===== src/verilog/s46_pkg.sv =====
package s46_pkg;

  localparam int ADDR_W = 12;
  localparam int NIB_W = 4;

  // Data memory map
  localparam logic [ADDR_W-1:0] MAIN_RAM_END = 12'h280;
  localparam logic [ADDR_W-1:0] VRAM_LO_BASE = 12'hE00;
  localparam logic [ADDR_W-1:0] VRAM_HI_BASE = 12'hE80;
  localparam logic [ADDR_W-1:0] VRAM_WIN = 12'h050;
  localparam logic [ADDR_W-1:0] VRAM_DEPTH = 12'h0A0;
  localparam logic [3:0] IO_PAGE = 4'hF;

  // Offsets inside the I/O page
  localparam logic [7:0] IO_CLK_FACTOR = 8'h00;
  localparam logic [7:0] IO_PT_FACTOR = 8'h02;
  localparam logic [7:0] IO_K0_FACTOR = 8'h04;
  localparam logic [7:0] IO_K1_FACTOR = 8'h05;
  localparam logic [7:0] IO_CLK_MASK = 8'h10;
  localparam logic [7:0] IO_PT_MASK = 8'h12;
  localparam logic [7:0] IO_K0_MASK = 8'h14;
  localparam logic [7:0] IO_K1_MASK = 8'h15;
  localparam logic [7:0] IO_CLK_LO = 8'h20;
  localparam logic [7:0] IO_CLK_HI = 8'h21;
  localparam logic [7:0] IO_PT_LO = 8'h24;
  localparam logic [7:0] IO_PT_HI = 8'h25;
  localparam logic [7:0] IO_PT_RELOAD_LO = 8'h26;
  localparam logic [7:0] IO_PT_RELOAD_HI = 8'h27;
  localparam logic [7:0] IO_K0 = 8'h40;
  localparam logic [7:0] IO_K0_REL = 8'h41;
  localparam logic [7:0] IO_K1 = 8'h42;
  localparam logic [7:0] IO_TIMER_RESET = 8'h76;
  localparam logic [7:0] IO_PT_CTRL = 8'h78;
  localparam logic [7:0] IO_PT_SEL = 8'h79;

  // CPU data-memory request
  typedef struct packed {
    logic              write_en;
    logic              read_en;
    logic [ADDR_W-1:0] addr;
    logic [NIB_W-1:0]  write_data;
  } mem_req_t;

  typedef struct packed {
    logic       enable;
    logic       load;
    logic [2:0] sel;
    logic [7:0] reload;
  } pt_ctrl_t;

  // One bit per interrupt source
  typedef struct packed {
    logic clock;
    logic prog_timer;
    logic input_k0;
    logic input_k1;
  } irq_t;

endpackage

===== src/verilog/clock_timer.sv =====
`timescale 1ns/1ps

module clock_timer (
  input  logic       clk,
  input  logic       reset_n,
  input  logic       clk_en,
  input  logic       clear,
  output logic [7:0] taps,
  output logic [3:0] clock_pulses
);

  logic [7:0] taps_prev;
  logic [7:0] taps_fall;

  // Bit 0 is 128 Hz, bit 7 is 1 Hz
  always_ff @(posedge clk) begin
    if (!reset_n) begin
      taps <= '0;
      taps_prev <= '0;
    end else if (clk_en) begin
      if (clear) begin
        taps <= '0;
        // Keep the clear from looking like a falling edge
        taps_prev <= '0;
      end else begin
        taps <= taps + 8'd1;
        taps_prev <= taps;
      end
    end
  end

  assign taps_fall = taps_prev & ~taps;

  // 32 Hz, 8 Hz, 2 Hz and 1 Hz falling edges
  assign clock_pulses = {taps_fall[7], taps_fall[6], taps_fall[4], taps_fall[2]}
                        & {4{clk_en}};

endmodule


===== src/verilog/input_port.sv =====
`timescale 1ns/1ps

module input_port (
  input  logic       clk,
  input  logic       reset_n,
  input  logic       clk_en,
  input  logic [3:0] k0,
  input  logic [3:0] k1,
  input  logic [3:0] relation,
  input  logic [3:0] k0_mask,
  input  logic [3:0] k1_mask,
  output logic [3:0] k0_sync,
  output logic [3:0] k1_sync,
  output logic [1:0] k_set
);

  logic [3:0] k0_meta;
  logic [3:0] k1_meta;
  logic [3:0] k0_prev;
  logic [3:0] k1_prev;
  logic [3:0] k0_hit;
  logic [3:0] k1_hit;

  // Two-flop synchronizer runs on every clk
  always_ff @(posedge clk) begin
    if (!reset_n) begin
      k0_meta <= '0;
      k1_meta <= '0;
      k0_sync <= '0;
      k1_sync <= '0;
    end else begin
      k0_meta <= k0;
      k1_meta <= k1;
      k0_sync <= k0_meta;
      k1_sync <= k1_meta;
    end
  end

  always_ff @(posedge clk) begin
    if (!reset_n) begin
      k0_prev <= '0;
      k1_prev <= '0;
    end else if (clk_en) begin
      k0_prev <= k0_sync;
      k1_prev <= k1_sync;
    end
  end

  // K0 fires on a change away from the relation level
  assign k0_hit = (k0_prev ^ k0_sync) & (k0_sync ^ relation) & k0_mask;
  // K1 fires on falling edges only
  assign k1_hit = k1_prev & ~k1_sync & k1_mask;

  assign k_set = {|k1_hit, |k0_hit} & {2{clk_en}};

endmodule


===== src/verilog/interrupt_ctrl.sv =====
`timescale 1ns/1ps

module interrupt_ctrl (
  input  logic          clk,
  input  logic          reset_n,
  input  logic          clk_en,
  input  logic [3:0]    clock_pulses,
  input  logic          pt_underflow,
  input  logic [1:0]    k_set,
  input  s46_pkg::irq_t factor_clear,
  input  logic [3:0]    clock_mask,
  input  logic          pt_mask,
  input  logic          k0_mask_any,
  input  logic          k1_mask_any,
  output logic [3:0]    clock_factor,
  output logic          pt_factor,
  output logic [1:0]    k_factor,
  output s46_pkg::irq_t interrupt_req
);

  // Clear first, then set, so a new event on the read edge is kept
  always_ff @(posedge clk) begin
    if (!reset_n) begin
      clock_factor <= '0;
      pt_factor <= 1'b0;
      k_factor <= '0;
    end else if (clk_en) begin
      clock_factor <= (clock_factor & ~{4{factor_clear.clock}}) | clock_pulses;
      pt_factor <= (pt_factor & ~factor_clear.prog_timer) | pt_underflow;
      k_factor[0] <= (k_factor[0] & ~factor_clear.input_k0) | k_set[0];
      k_factor[1] <= (k_factor[1] & ~factor_clear.input_k1) | k_set[1];
    end
  end

  // Requests follow the flags without a register stage
  assign interrupt_req.clock = |(clock_factor & clock_mask);
  assign interrupt_req.prog_timer = pt_factor & pt_mask;
  assign interrupt_req.input_k0 = k_factor[0] & k0_mask_any;
  assign interrupt_req.input_k1 = k_factor[1] & k1_mask_any;

endmodule


===== src/verilog/mem_map.sv =====
`timescale 1ns/1ps

module mem_map (
  input  logic                      clk,
  input  logic                      reset_n,
  input  logic                      clk_en,
  input  s46_pkg::mem_req_t         mem_req,
  output logic [s46_pkg::NIB_W-1:0] read_data,
  output logic                      ram_we,
  output logic                      vram_we,
  output logic [7:0]                vram_addr,
  input  logic [s46_pkg::NIB_W-1:0] ram_rdata,
  input  logic [s46_pkg::NIB_W-1:0] vram_rdata,
  input  logic [3:0]                clock_factor,
  input  logic                      pt_factor,
  input  logic [1:0]                k_factor,
  input  logic [7:0]                taps,
  input  logic [7:0]                count,
  input  logic [3:0]                k0_sync,
  input  logic [3:0]                k1_sync,
  output s46_pkg::pt_ctrl_t         pt_ctrl,
  output logic                      clock_reset,
  output logic [3:0]                clock_mask,
  output logic                      pt_mask,
  output logic [3:0]                k0_mask,
  output logic [3:0]                k1_mask,
  output logic [3:0]                relation,
  output s46_pkg::irq_t             factor_clear
);
  import s46_pkg::*;

  logic             wr;
  logic             rd;
  logic             in_ram;
  logic             in_vram_lo;
  logic             in_vram_hi;
  logic             in_io;
  logic [7:0]       io_offset;
  logic [NIB_W-1:0] io_rdata;
  logic [NIB_W-1:0] rdata_mux;
  logic             pt_enable;
  logic             pt_load;
  logic [2:0]       pt_sel;
  logic [7:0]       pt_reload;

  assign wr = clk_en & mem_req.write_en;
  assign rd = clk_en & mem_req.read_en;
  assign io_offset = mem_req.addr[7:0];

  // Region decode
  assign in_ram = mem_req.addr < MAIN_RAM_END;
  assign in_vram_lo = (mem_req.addr >= VRAM_LO_BASE) &&
                      (mem_req.addr < VRAM_LO_BASE + VRAM_WIN);
  assign in_vram_hi = (mem_req.addr >= VRAM_HI_BASE) &&
                      (mem_req.addr < VRAM_HI_BASE + VRAM_WIN);
  assign in_io = mem_req.addr[ADDR_W-1:8] == IO_PAGE;

  // Upper window continues right after the lower one
  always_comb begin
    if (in_vram_hi) begin
      vram_addr = 8'(mem_req.addr - VRAM_HI_BASE + VRAM_WIN);
    end else if (in_vram_lo) begin
      vram_addr = 8'(mem_req.addr - VRAM_LO_BASE);
    end else begin
      vram_addr = '0;
    end
  end

  assign ram_we = wr & in_ram;
  assign vram_we = wr & (in_vram_lo | in_vram_hi);

  assign clock_reset = wr & in_io & (io_offset == IO_TIMER_RESET) & mem_req.write_data[1];

  // Factor reads clear on the same edge that samples them
  assign factor_clear.clock = rd & in_io & (io_offset == IO_CLK_FACTOR);
  assign factor_clear.prog_timer = rd & in_io & (io_offset == IO_PT_FACTOR);
  assign factor_clear.input_k0 = rd & in_io & (io_offset == IO_K0_FACTOR);
  assign factor_clear.input_k1 = rd & in_io & (io_offset == IO_K1_FACTOR);

  always_comb begin
    case (io_offset)
      IO_CLK_FACTOR:   io_rdata = clock_factor;
      IO_PT_FACTOR:    io_rdata = {3'b0, pt_factor};
      IO_K0_FACTOR:    io_rdata = {3'b0, k_factor[0]};
      IO_K1_FACTOR:    io_rdata = {3'b0, k_factor[1]};
      IO_CLK_MASK:     io_rdata = clock_mask;
      IO_PT_MASK:      io_rdata = {3'b0, pt_mask};
      IO_K0_MASK:      io_rdata = k0_mask;
      IO_K1_MASK:      io_rdata = k1_mask;
      IO_CLK_LO:       io_rdata = taps[3:0];
      IO_CLK_HI:       io_rdata = taps[7:4];
      IO_PT_LO:        io_rdata = count[3:0];
      IO_PT_HI:        io_rdata = count[7:4];
      IO_PT_RELOAD_LO: io_rdata = pt_reload[3:0];
      IO_PT_RELOAD_HI: io_rdata = pt_reload[7:4];
      IO_K0:           io_rdata = k0_sync;
      IO_K0_REL:       io_rdata = relation;
      IO_K1:           io_rdata = k1_sync;
      IO_PT_CTRL:      io_rdata = {3'b0, pt_enable};
      IO_PT_SEL:       io_rdata = {1'b0, pt_sel};
      default:         io_rdata = '0;
    endcase
  end

  always_comb begin
    if (in_ram) begin
      rdata_mux = ram_rdata;
    end else if (in_vram_lo || in_vram_hi) begin
      rdata_mux = vram_rdata;
    end else if (in_io) begin
      rdata_mux = io_rdata;
    end else begin
      rdata_mux = '0;
    end
  end

  always_ff @(posedge clk) begin
    if (!reset_n) begin
      read_data <= '0;
      clock_mask <= '0;
      pt_mask <= 1'b0;
      k0_mask <= '0;
      k1_mask <= '0;
      relation <= 4'hF;
      pt_enable <= 1'b0;
      pt_load <= 1'b0;
      pt_sel <= '0;
      pt_reload <= '0;
    end else if (clk_en) begin
      // Load is a single-step pulse
      pt_load <= 1'b0;
      if (mem_req.read_en) begin
        read_data <= rdata_mux;
      end
      if (mem_req.write_en && in_io) begin
        case (io_offset)
          IO_CLK_MASK:     clock_mask <= mem_req.write_data;
          IO_PT_MASK:      pt_mask <= mem_req.write_data[0];
          IO_K0_MASK:      k0_mask <= mem_req.write_data;
          IO_K1_MASK:      k1_mask <= mem_req.write_data;
          IO_PT_RELOAD_LO: pt_reload[3:0] <= mem_req.write_data;
          IO_PT_RELOAD_HI: pt_reload[7:4] <= mem_req.write_data;
          IO_K0_REL:       relation <= mem_req.write_data;
          IO_PT_CTRL: begin
            pt_load <= mem_req.write_data[1];
            pt_enable <= mem_req.write_data[0];
          end
          IO_PT_SEL:       pt_sel <= mem_req.write_data[2:0];
          default: ;
        endcase
      end
    end
  end

  assign pt_ctrl.enable = pt_enable;
  assign pt_ctrl.load = pt_load;
  assign pt_ctrl.sel = pt_sel;
  assign pt_ctrl.reload = pt_reload;

endmodule


===== src/verilog/nibble_ram.sv =====
`timescale 1ns/1ps

module nibble_ram #(
  parameter int DEPTH = 640,
  parameter int ADDR_BITS = 10
) (
  input  logic                      clk,
  input  logic                      we,
  input  logic [ADDR_BITS-1:0]      waddr,
  input  logic [s46_pkg::NIB_W-1:0] wdata,
  input  logic [ADDR_BITS-1:0]      raddr_a,
  output logic [s46_pkg::NIB_W-1:0] rdata_a,
  input  logic [ADDR_BITS-1:0]      raddr_b,
  output logic [s46_pkg::NIB_W-1:0] rdata_b
);
  import s46_pkg::*;

  logic [NIB_W-1:0] mem [DEPTH];
  logic [ADDR_BITS-1:0] index_a;
  logic [ADDR_BITS-1:0] index_b;

  always_ff @(posedge clk) begin
    if (we) begin
      mem[waddr] <= wdata;
    end
  end

  // Out-of-range reads fold back to entry 0
  assign index_a = (raddr_a < DEPTH) ? raddr_a : '0;
  assign index_b = (raddr_b < DEPTH) ? raddr_b : '0;

  assign rdata_a = mem[index_a];
  assign rdata_b = mem[index_b];

endmodule


===== src/verilog/prog_timer.sv =====
`timescale 1ns/1ps

module prog_timer (
  input  logic              clk,
  input  logic              reset_n,
  input  logic              clk_en,
  input  s46_pkg::pt_ctrl_t ctrl,
  input  logic [7:0]        taps,
  output logic [7:0]        count,
  output logic              underflow
);

  logic [7:0] taps_prev;
  logic [7:0] taps_fall;
  logic [2:0] tap_index;
  logic       tick;

  assign taps_fall = taps_prev & ~taps;

  // Sel 1 picks 128 Hz, sel 7 picks 2 Hz
  assign tap_index = ctrl.sel - 3'd1;

  // Sel 0 counts every enabled clock
  assign tick = (ctrl.sel == 3'd0) ? 1'b1 : taps_fall[tap_index];

  assign underflow = clk_en & ctrl.enable & tick & (count == 8'd0);

  always_ff @(posedge clk) begin
    if (!reset_n) begin
      taps_prev <= '0;
      count <= '0;
    end else if (clk_en) begin
      taps_prev <= taps;
      if (ctrl.load || underflow) begin
        // Both an explicit load and a wrap take the reload value
        count <= ctrl.reload;
      end else if (ctrl.enable && tick) begin
        count <= count - 8'd1;
      end
    end
  end

endmodule


===== src/verilog/s46_peripherals.sv =====
`timescale 1ns/1ps

module s46_peripherals #(
  parameter int RAM_DEPTH = 640,
  parameter int RAM_ADDR_BITS = 10,
  parameter int VRAM_DEPTH = 160,
  parameter int VRAM_ADDR_BITS = 8
) (
  input  logic                      clk,
  input  logic                      reset_n,
  input  logic                      clk_en,
  input  s46_pkg::mem_req_t         mem_req,
  output logic [s46_pkg::NIB_W-1:0] read_data,
  input  logic [3:0]                input_k0,
  input  logic [3:0]                input_k1,
  input  logic [VRAM_ADDR_BITS-1:0] video_addr,
  output logic [s46_pkg::NIB_W-1:0] video_data,
  output s46_pkg::irq_t             interrupt_req
);
  import s46_pkg::*;

  logic                      ram_we;
  logic                      vram_we;
  logic [VRAM_ADDR_BITS-1:0] vram_addr;
  logic [NIB_W-1:0]          ram_rdata;
  logic [NIB_W-1:0]          vram_rdata;
  pt_ctrl_t                  pt_ctrl;
  logic                      clock_reset;
  logic [3:0]                clock_mask;
  logic                      pt_mask;
  logic [3:0]                k0_mask;
  logic [3:0]                k1_mask;
  logic [3:0]                relation;
  irq_t                      factor_clear;
  logic [7:0]                taps;
  logic [3:0]                clock_pulses;
  logic [7:0]                count;
  logic                      pt_underflow;
  logic [3:0]                k0_sync;
  logic [3:0]                k1_sync;
  logic [1:0]                k_set;
  logic [3:0]                clock_factor;
  logic                      pt_factor;
  logic [1:0]                k_factor;

  mem_map u_mem_map (
    .clk          (clk),
    .reset_n      (reset_n),
    .clk_en       (clk_en),
    .mem_req      (mem_req),
    .read_data    (read_data),
    .ram_we       (ram_we),
    .vram_we      (vram_we),
    .vram_addr    (vram_addr),
    .ram_rdata    (ram_rdata),
    .vram_rdata   (vram_rdata),
    .clock_factor (clock_factor),
    .pt_factor    (pt_factor),
    .k_factor     (k_factor),
    .taps         (taps),
    .count        (count),
    .k0_sync      (k0_sync),
    .k1_sync      (k1_sync),
    .pt_ctrl      (pt_ctrl),
    .clock_reset  (clock_reset),
    .clock_mask   (clock_mask),
    .pt_mask      (pt_mask),
    .k0_mask      (k0_mask),
    .k1_mask      (k1_mask),
    .relation     (relation),
    .factor_clear (factor_clear)
  );

  // Main RAM, second port not needed
  nibble_ram #(
    .DEPTH     (RAM_DEPTH),
    .ADDR_BITS (RAM_ADDR_BITS)
  ) u_main_ram (
    .clk     (clk),
    .we      (ram_we),
    .waddr   (mem_req.addr[RAM_ADDR_BITS-1:0]),
    .wdata   (mem_req.write_data),
    .raddr_a (mem_req.addr[RAM_ADDR_BITS-1:0]),
    .rdata_a (ram_rdata),
    .raddr_b ('0),
    .rdata_b ()
  );

  // Display RAM, port b feeds the video scanner
  nibble_ram #(
    .DEPTH     (VRAM_DEPTH),
    .ADDR_BITS (VRAM_ADDR_BITS)
  ) u_video_ram (
    .clk     (clk),
    .we      (vram_we),
    .waddr   (vram_addr),
    .wdata   (mem_req.write_data),
    .raddr_a (vram_addr),
    .rdata_a (vram_rdata),
    .raddr_b (video_addr),
    .rdata_b (video_data)
  );

  clock_timer u_clock_timer (
    .clk          (clk),
    .reset_n      (reset_n),
    .clk_en       (clk_en),
    .clear        (clock_reset),
    .taps         (taps),
    .clock_pulses (clock_pulses)
  );

  prog_timer u_prog_timer (
    .clk       (clk),
    .reset_n   (reset_n),
    .clk_en    (clk_en),
    .ctrl      (pt_ctrl),
    .taps      (taps),
    .count     (count),
    .underflow (pt_underflow)
  );

  input_port u_input_port (
    .clk      (clk),
    .reset_n  (reset_n),
    .clk_en   (clk_en),
    .k0       (input_k0),
    .k1       (input_k1),
    .relation (relation),
    .k0_mask  (k0_mask),
    .k1_mask  (k1_mask),
    .k0_sync  (k0_sync),
    .k1_sync  (k1_sync),
    .k_set    (k_set)
  );

  interrupt_ctrl u_interrupt_ctrl (
    .clk           (clk),
    .reset_n       (reset_n),
    .clk_en        (clk_en),
    .clock_pulses  (clock_pulses),
    .pt_underflow  (pt_underflow),
    .k_set         (k_set),
    .factor_clear  (factor_clear),
    .clock_mask    (clock_mask),
    .pt_mask       (pt_mask),
    .k0_mask_any   (|k0_mask),
    .k1_mask_any   (|k1_mask),
    .clock_factor  (clock_factor),
    .pt_factor     (pt_factor),
    .k_factor      (k_factor),
    .interrupt_req (interrupt_req)
  );

endmodule


===== config.mk =====
export PLATFORM = sky130hd
export DESIGN_NAME = s46_peripherals
export DESIGN_NICKNAME = d
export VERILOG_FILES = /design/src/verilog/s46_pkg.sv /design/src/verilog/clock_timer.sv /design/src/verilog/input_port.sv /design/src/verilog/interrupt_ctrl.sv /design/src/verilog/mem_map.sv /design/src/verilog/nibble_ram.sv /design/src/verilog/prog_timer.sv /design/src/verilog/s46_peripherals.sv
export SDC_FILE = /design/constraint.sdc
export NUM_CORES = 2
export LEC_CHECK = 0
export BUFFER_PORTS_ARGS = -buffer_cell sky130_fd_sc_hd__buf_2
export CELL_PAD_IN_SITES_DETAIL_PLACEMENT = 1
export CELL_PAD_IN_SITES_GLOBAL_PLACEMENT = 1
export CORE_ASPECT_RATIO = 1.5
export CORE_MARGIN = 10
export CORE_UTILIZATION = 55
export CTS_BUF_LIST = sky130_fd_sc_hd__clkbuf_8
export DETAILED_ROUTE_END_ITERATION = 12
export PLACE_DENSITY = 0.91
export REMOVE_ABC_BUFFERS = 1
export SLEW_MARGIN = 0
export SYNTH_ARGS = -nofsm -noshare
export SYNTH_HDL_FRONTEND = slang
export SYNTH_SLANG_ARGS = --single-unit

===== constraint.sdc =====
create_clock -name clk -period 4.2 [get_ports clk]
set_clock_uncertainty 0.15 [all_clocks]
set_input_delay 0.21 -clock clk [delete_from_list [all_inputs] [get_ports clk]]
set_output_delay 0.21 -clock clk [all_outputs]
set_load 0.1 [all_outputs]

==> impl_metrics.csv, run 1 <==
group,metric,value,unit
floorplanning,die_w,431,µm
yosys,synthTopCellsByArea,"edfxtp_1 69%, mux2i_1 3.4%, nand2_1 3.4%",
global_route,grt_max_degree,162,
yosys,synth-edff-count,3200,
global_route,grt.total_usage,68.7,%
global_route,grt-ovfl-total,304,
outcome,status,"did not finish",
yosys,ys_ff_latch,3293,
outcome,tool.error,"[ERROR GRT-0232] Routing congestion too high. Check the congestion heatmap in the GUI.",
yosys,ys_warn_count,0,
yosys,synth_top_cell_area_share,68.9,%
yosys,syn_area,140000,µm²
placed_design,io_buffer_count,48,
placed_design,place.gp.congestion,1.09,
yosys,ys_seq_area_share,70.2,%
yosys,avgSynthCellArea,13.3,µm²
yosys,ys_types,93,
floorplanning,start_util,55.3,%
yosys,synthesis.instances,10500,
clock_tree,cts_sinks,3293,
clock_tree,clock-root-buffer,"clkbuf_8",
clock_tree,numCtsBuffers,454,
placed_design,dp_hpwl,394000,µm
floorplanning,io_pins,49,
floorplanning,row_count,226,
outcome,haltStage,"global routing (5_1_grt)",
yosys,ys.flop_type,"edfxtp_1",
clock_tree,cts.path.max_buffers,4,
yosys,async_flop_share,0,%
clock_tree,h-tree-depth,5,
clock_tree,post_cts_buffers,0,
floorplanning,die-height,637,µm
yosys,yosysTopAreaCell,"edfxtp_1",
-- stage by stage --
| step | setup TNS [ns] | instances | cell area, µm² | hold slack, ns | setup WS, ns |
|---|---|---|---|---|---|
| after global placement | -0.752 | 13700 | 148000 | 0.269 | -0.364 |
| after CTS | 0 | 14600 | 157000 | 0.0285 | 0.0454 |
| after floorplan | -226.90 | 9648 | 136000 | 0.122 | -9.76 |
| after detailed placement | -1.44 | 13700 | 148000 | 0.275 | -0.619 |
-- layer usage --
layer	overflow	GRT usage [%]
met5	2	41.6
met4	134	67.6
met3	12	62.0
met2	144	81.6
met1	12	64.5
-- Yosys cell counts, types with 78 or more instances --
cell type	count
and3_1	135
clkbuf_1	485
mux2_2	132
a211oi_1	326
nor2b_1	81
buf_1	93
o22ai_1	195
edfxtp_1	3200
mux2i_1	474
o21ai_0	346
o221ai_1	371
a31oi_1	253
nand3_1	292
buf_2	276
nor2_1	1070
nand2_1	1262
a21oi_1	588
dfxtp_1	93
nor3_1	88
a22oi_1	78
-- kinds of logic after synthesis --
logic type	after synthesis	share of synthesized area, %
DFF	3293	70.2
and+or+nand+nor	3094	9.41
AOI/OAI and AO/OA	2568	12.4
buffers and inverters	891	2.68
muxes	652	5.21
adders and majority gates	9	0.0807
xor gates and xnor gates	8	0.0502
-- timing repair --
item,in CTS
endpoints found under the setup margin,3
resized for setup,7
endpoints found under the hold margin,2340
hold buffers,33
==> run 2: changes to the inputs <==
--- a/config.mk
+++ b/config.mk
@@ -6,14 +6,10 @@
 export NUM_CORES = 2
 export LEC_CHECK = 0
 export BUFFER_PORTS_ARGS = -buffer_cell sky130_fd_sc_hd__buf_2
-export CELL_PAD_IN_SITES_DETAIL_PLACEMENT = 1
-export CELL_PAD_IN_SITES_GLOBAL_PLACEMENT = 1
-export CORE_ASPECT_RATIO = 1.5
 export CORE_MARGIN = 10
-export CORE_UTILIZATION = 55
-export CTS_BUF_LIST = sky130_fd_sc_hd__clkbuf_8
+export CORE_UTILIZATION = 40
 export DETAILED_ROUTE_END_ITERATION = 12
-export PLACE_DENSITY = 0.91
+export PLACE_DENSITY_LB_ADDON = 0.15
 export REMOVE_ABC_BUFFERS = 1
 export SLEW_MARGIN = 0
 export SYNTH_ARGS = -nofsm -noshare
==> run 2 against run 1 <==
The flow now finishes, with violations (setup timing). Synthesized cell count unchanged. Synthesized area is the same.
==> impl_metrics.csv, run 2 <==
group,metric,value,unit
floorplanning,start_util,40.2,%
global_route,grt_max_degree,140,
sta,setup_violations,1,
yosys,ys_ff_latch,3293,
critical_path,arrival,5.16,ns
placed_design,place.gp.congestion,0.949,
clock_tree,cts_resized,0,
final_layout,largest_register_ffs,2560,
routing,drc,0,
yosys,synth-edff-count,3200,
critical_path,endpoint_kind,"flop",
final_layout,top_regs,"u_main_ram.mem x2560, u_video_ram.mem x640",
placed_design,dp_slack,-0.940,ns
yosys,yosysTopAreaCell,"edfxtp_1",
routing,wl_per_cell,36.6,µm
final_layout,final_common_cell,"edfxtp_1",
power_and_ir_drop,ir_drop,0.431,mV
routing,drt_iter0_drc,15200,
sta,clock.fmax,0.227,GHz
routing,vias,102000,
clock_tree,clock_latency,1.00,ns
critical_path,worstPathRequired,4.95,ns
global_route,grt_pass1_vias,97800,
sta,period_minus_slack,4.41,ns
outcome,violations,"setup timing",
placed_design,io_buffer_count,48,
outcome,status,"finished, violations left",
final_layout,drive_above_1_share,15.6,%
yosys,async_flop_share,0,%
clock_tree,cts_tree,"built",
critical_path,start_kind,"primary input",
final_layout,largest-register,"u_main_ram.mem",
yosys,synthesis.instances,10500,
routing,via_per_inst,6.41,
global_route,antenna_found_initial,63,
global_route,grt.total_usage,29.9,%
yosys,synth.most_common_cell,"edfxtp_1",
sta,period_share,105,%
yosys,ys_warn_count,0,
final_layout,finalNetCount,11000,
floorplanning,die-area,373000,µm²
clock_tree,h-tree-depth,5,
clock_tree,cts_hold_buffers,33,
job,drv_cap,0,
floorplanning,row_count,216,
floorplanning,core-area,347000,µm²
yosys,ys.flop_type,"edfxtp_1",
sta,slew_headroom,19.0,%
floorplanning,io_pins,49,
clock_tree,cts_sinks,3293,
critical_path,cp_max_fo,16,
clock_tree,clock-root-buffer,"clkbuf_16",
global_route,grt-ovfl-total,0,
yosys,ys_types,93,
sta,tns,-0.215,ns
routing,wl,581000,µm
critical_path,worstSetupPathType,"primary input to flop",
sta,fin_ws,-0.215,ns
final_layout,area_growth,17.1,%
clock_tree,post_cts_buffers,0,
power_and_ir_drop,power_density,449,nW/µm²
clock_tree,numCtsBuffers,356,
routing,first_pass_iters,6,
yosys,netlist_top_cells_count,"3200 x edfxtp_1, 1262 x nand2_1, 1070 x nor2_1",
power_and_ir_drop,p_leak,0.0533,µW
sta,tightest_slew,1.20,ns
floorplanning,die-height,611,µm
yosys,synth_top_cell_area_share,68.9,%
sta,drv_slew,0,
floorplanning,die_w,611,µm
global_route,grt_pass1_wl,796000,µm
sta,final-hold-violation-count,0,
yosys,synthTopCellsByArea,"edfxtp_1 69%, mux2i_1 3.4%, nand2_1 3.4%",
hold_path,hold_class,"primary input to flop",
clock_tree,cts.path.max_buffers,4,
routing,ant_nets,0,
placed_design,dp_hpwl,374000,µm
yosys,syn_area,140000,µm²
sta,grt_setup_unrepaired,"false",
yosys,avgSynthCellArea,13.3,µm²
yosys,ys_seq_area_share,70.2,%
final_layout,layout_common_cells,"3200 x edfxtp_1, 1234 x nand2_1, 1061 x nor2_1, 722 x buf_4, 585 x a21oi_1",
clock_tree,path_clk_slew,0.06,ns
[run 2: cell counts after synthesis]
No cell type changed its count.
[run 2: path summary, 6_finish.rpt]
path | from | endpoint | slack [ns] | cells after the start
worst max-delay path | mem_req[12] | u_mem_map.read_data[3]$_SDFFE_PN0P_ | -0.21 | 15
worst min-delay path | mem_req[16] | u_mem_map.read_data[3]$_SDFFE_PN0P_ | 0.06 | 5
worst max register to register | u_main_ram.mem[285][3]$_DFFE_PP_ | u_mem_map.read_data[3]$_SDFFE_PN0P_ | 0.16 | 12
worst min register to register | u_input_port.k1_meta[2]$_SDFF_PN0_ | u_input_port.k1_sync[2]$_SDFF_PN0_ | 0.28 | 1
[run 2: power breakdown]
part	internal, µW	total, µW	leakage (µW)	switching, µW
logic	1800	6160	0.0183	4370
clock network	17700	31100	0.00549	13400
registers	36000	36000	0.0295	15.8
total	55500	73300	0.0533	17800
[run 2: per-stage QoR]
stage          power, µW  cell area, µm²  util (%)  instances  hold WS [ns]
3_3_place_gp       42700          152000      43.7      15200         0.265
6_report           73300          163000      47.1      15900        0.0632
5_1_grt            74800          163000      47.1      15900        0.0723
2_1_floorplan      39000          136000         -       9648         0.122
3_5_place_dp       42700          152000      43.7      15200         0.269
4_1_cts            73300          163000      47.1      15900        0.0101
[run 2: critical path, cell delays in order]
cell and delay (ns):
buf_2 0.21, o21a_4 0.33, buf_12 0.19, nor3_2 0.57, buf_12 0.32, o21ai_0 0.13
a21oi_1 0.36, or4_1 0.18, a2bb2oi_1 0.06, buf_4 0.15, o21ai_0 0.93, a21oi_1 0.19
o32ai_2 0.87, buf_4 0.24, a221o_1 0.12
[run 2: cells by family (layout without fill, tap and decap cells)]
kind of cell | Yosys count | count (layout) | share of synthesized area (%)
other | 0 | 26 | 0
adder cells (fa/ha/maj) | 9 | 9 | 0.0807
AND/OR/NAND/NOR | 3094 | 3094 | 9.41
multiplexers | 652 | 652 | 5.21
buffers and inverters | 891 | 1651 | 2.68
flip-flops | 3293 | 3293 | 70.2
AO/OA/AOI/OAI | 2568 | 2568 | 12.4
XOR/XNOR | 8 | 8 | 0.0502
[run 2: routing by layer]
| metal | GRT usage (%) | vias up | share of wire, % |
|---|---|---|---|
| met5 | 0 | - | 0.041 |
| met4 | 16.6 | 36 | 6.4 |
| met3 | 6.33 | 1501 | 10 |
| met2 | 47.3 | 6917 | 46 |
| met1 | 38.3 | 51700 | 37 |
| li1 | - | 41700 | - |
[run 2: layout make-up]
type	instances	area, µm²
sequential	3293	98000
timing repair buffer	988	9840
clock buffer	436	9440
antenna	26	65.1
multi-input combinational	6331	38400
tap	4578	5730
inverter	24	100
fill	30400	183000
clock inverter	203	1860
Note: power is estimated with default switching activity, not from simulation.
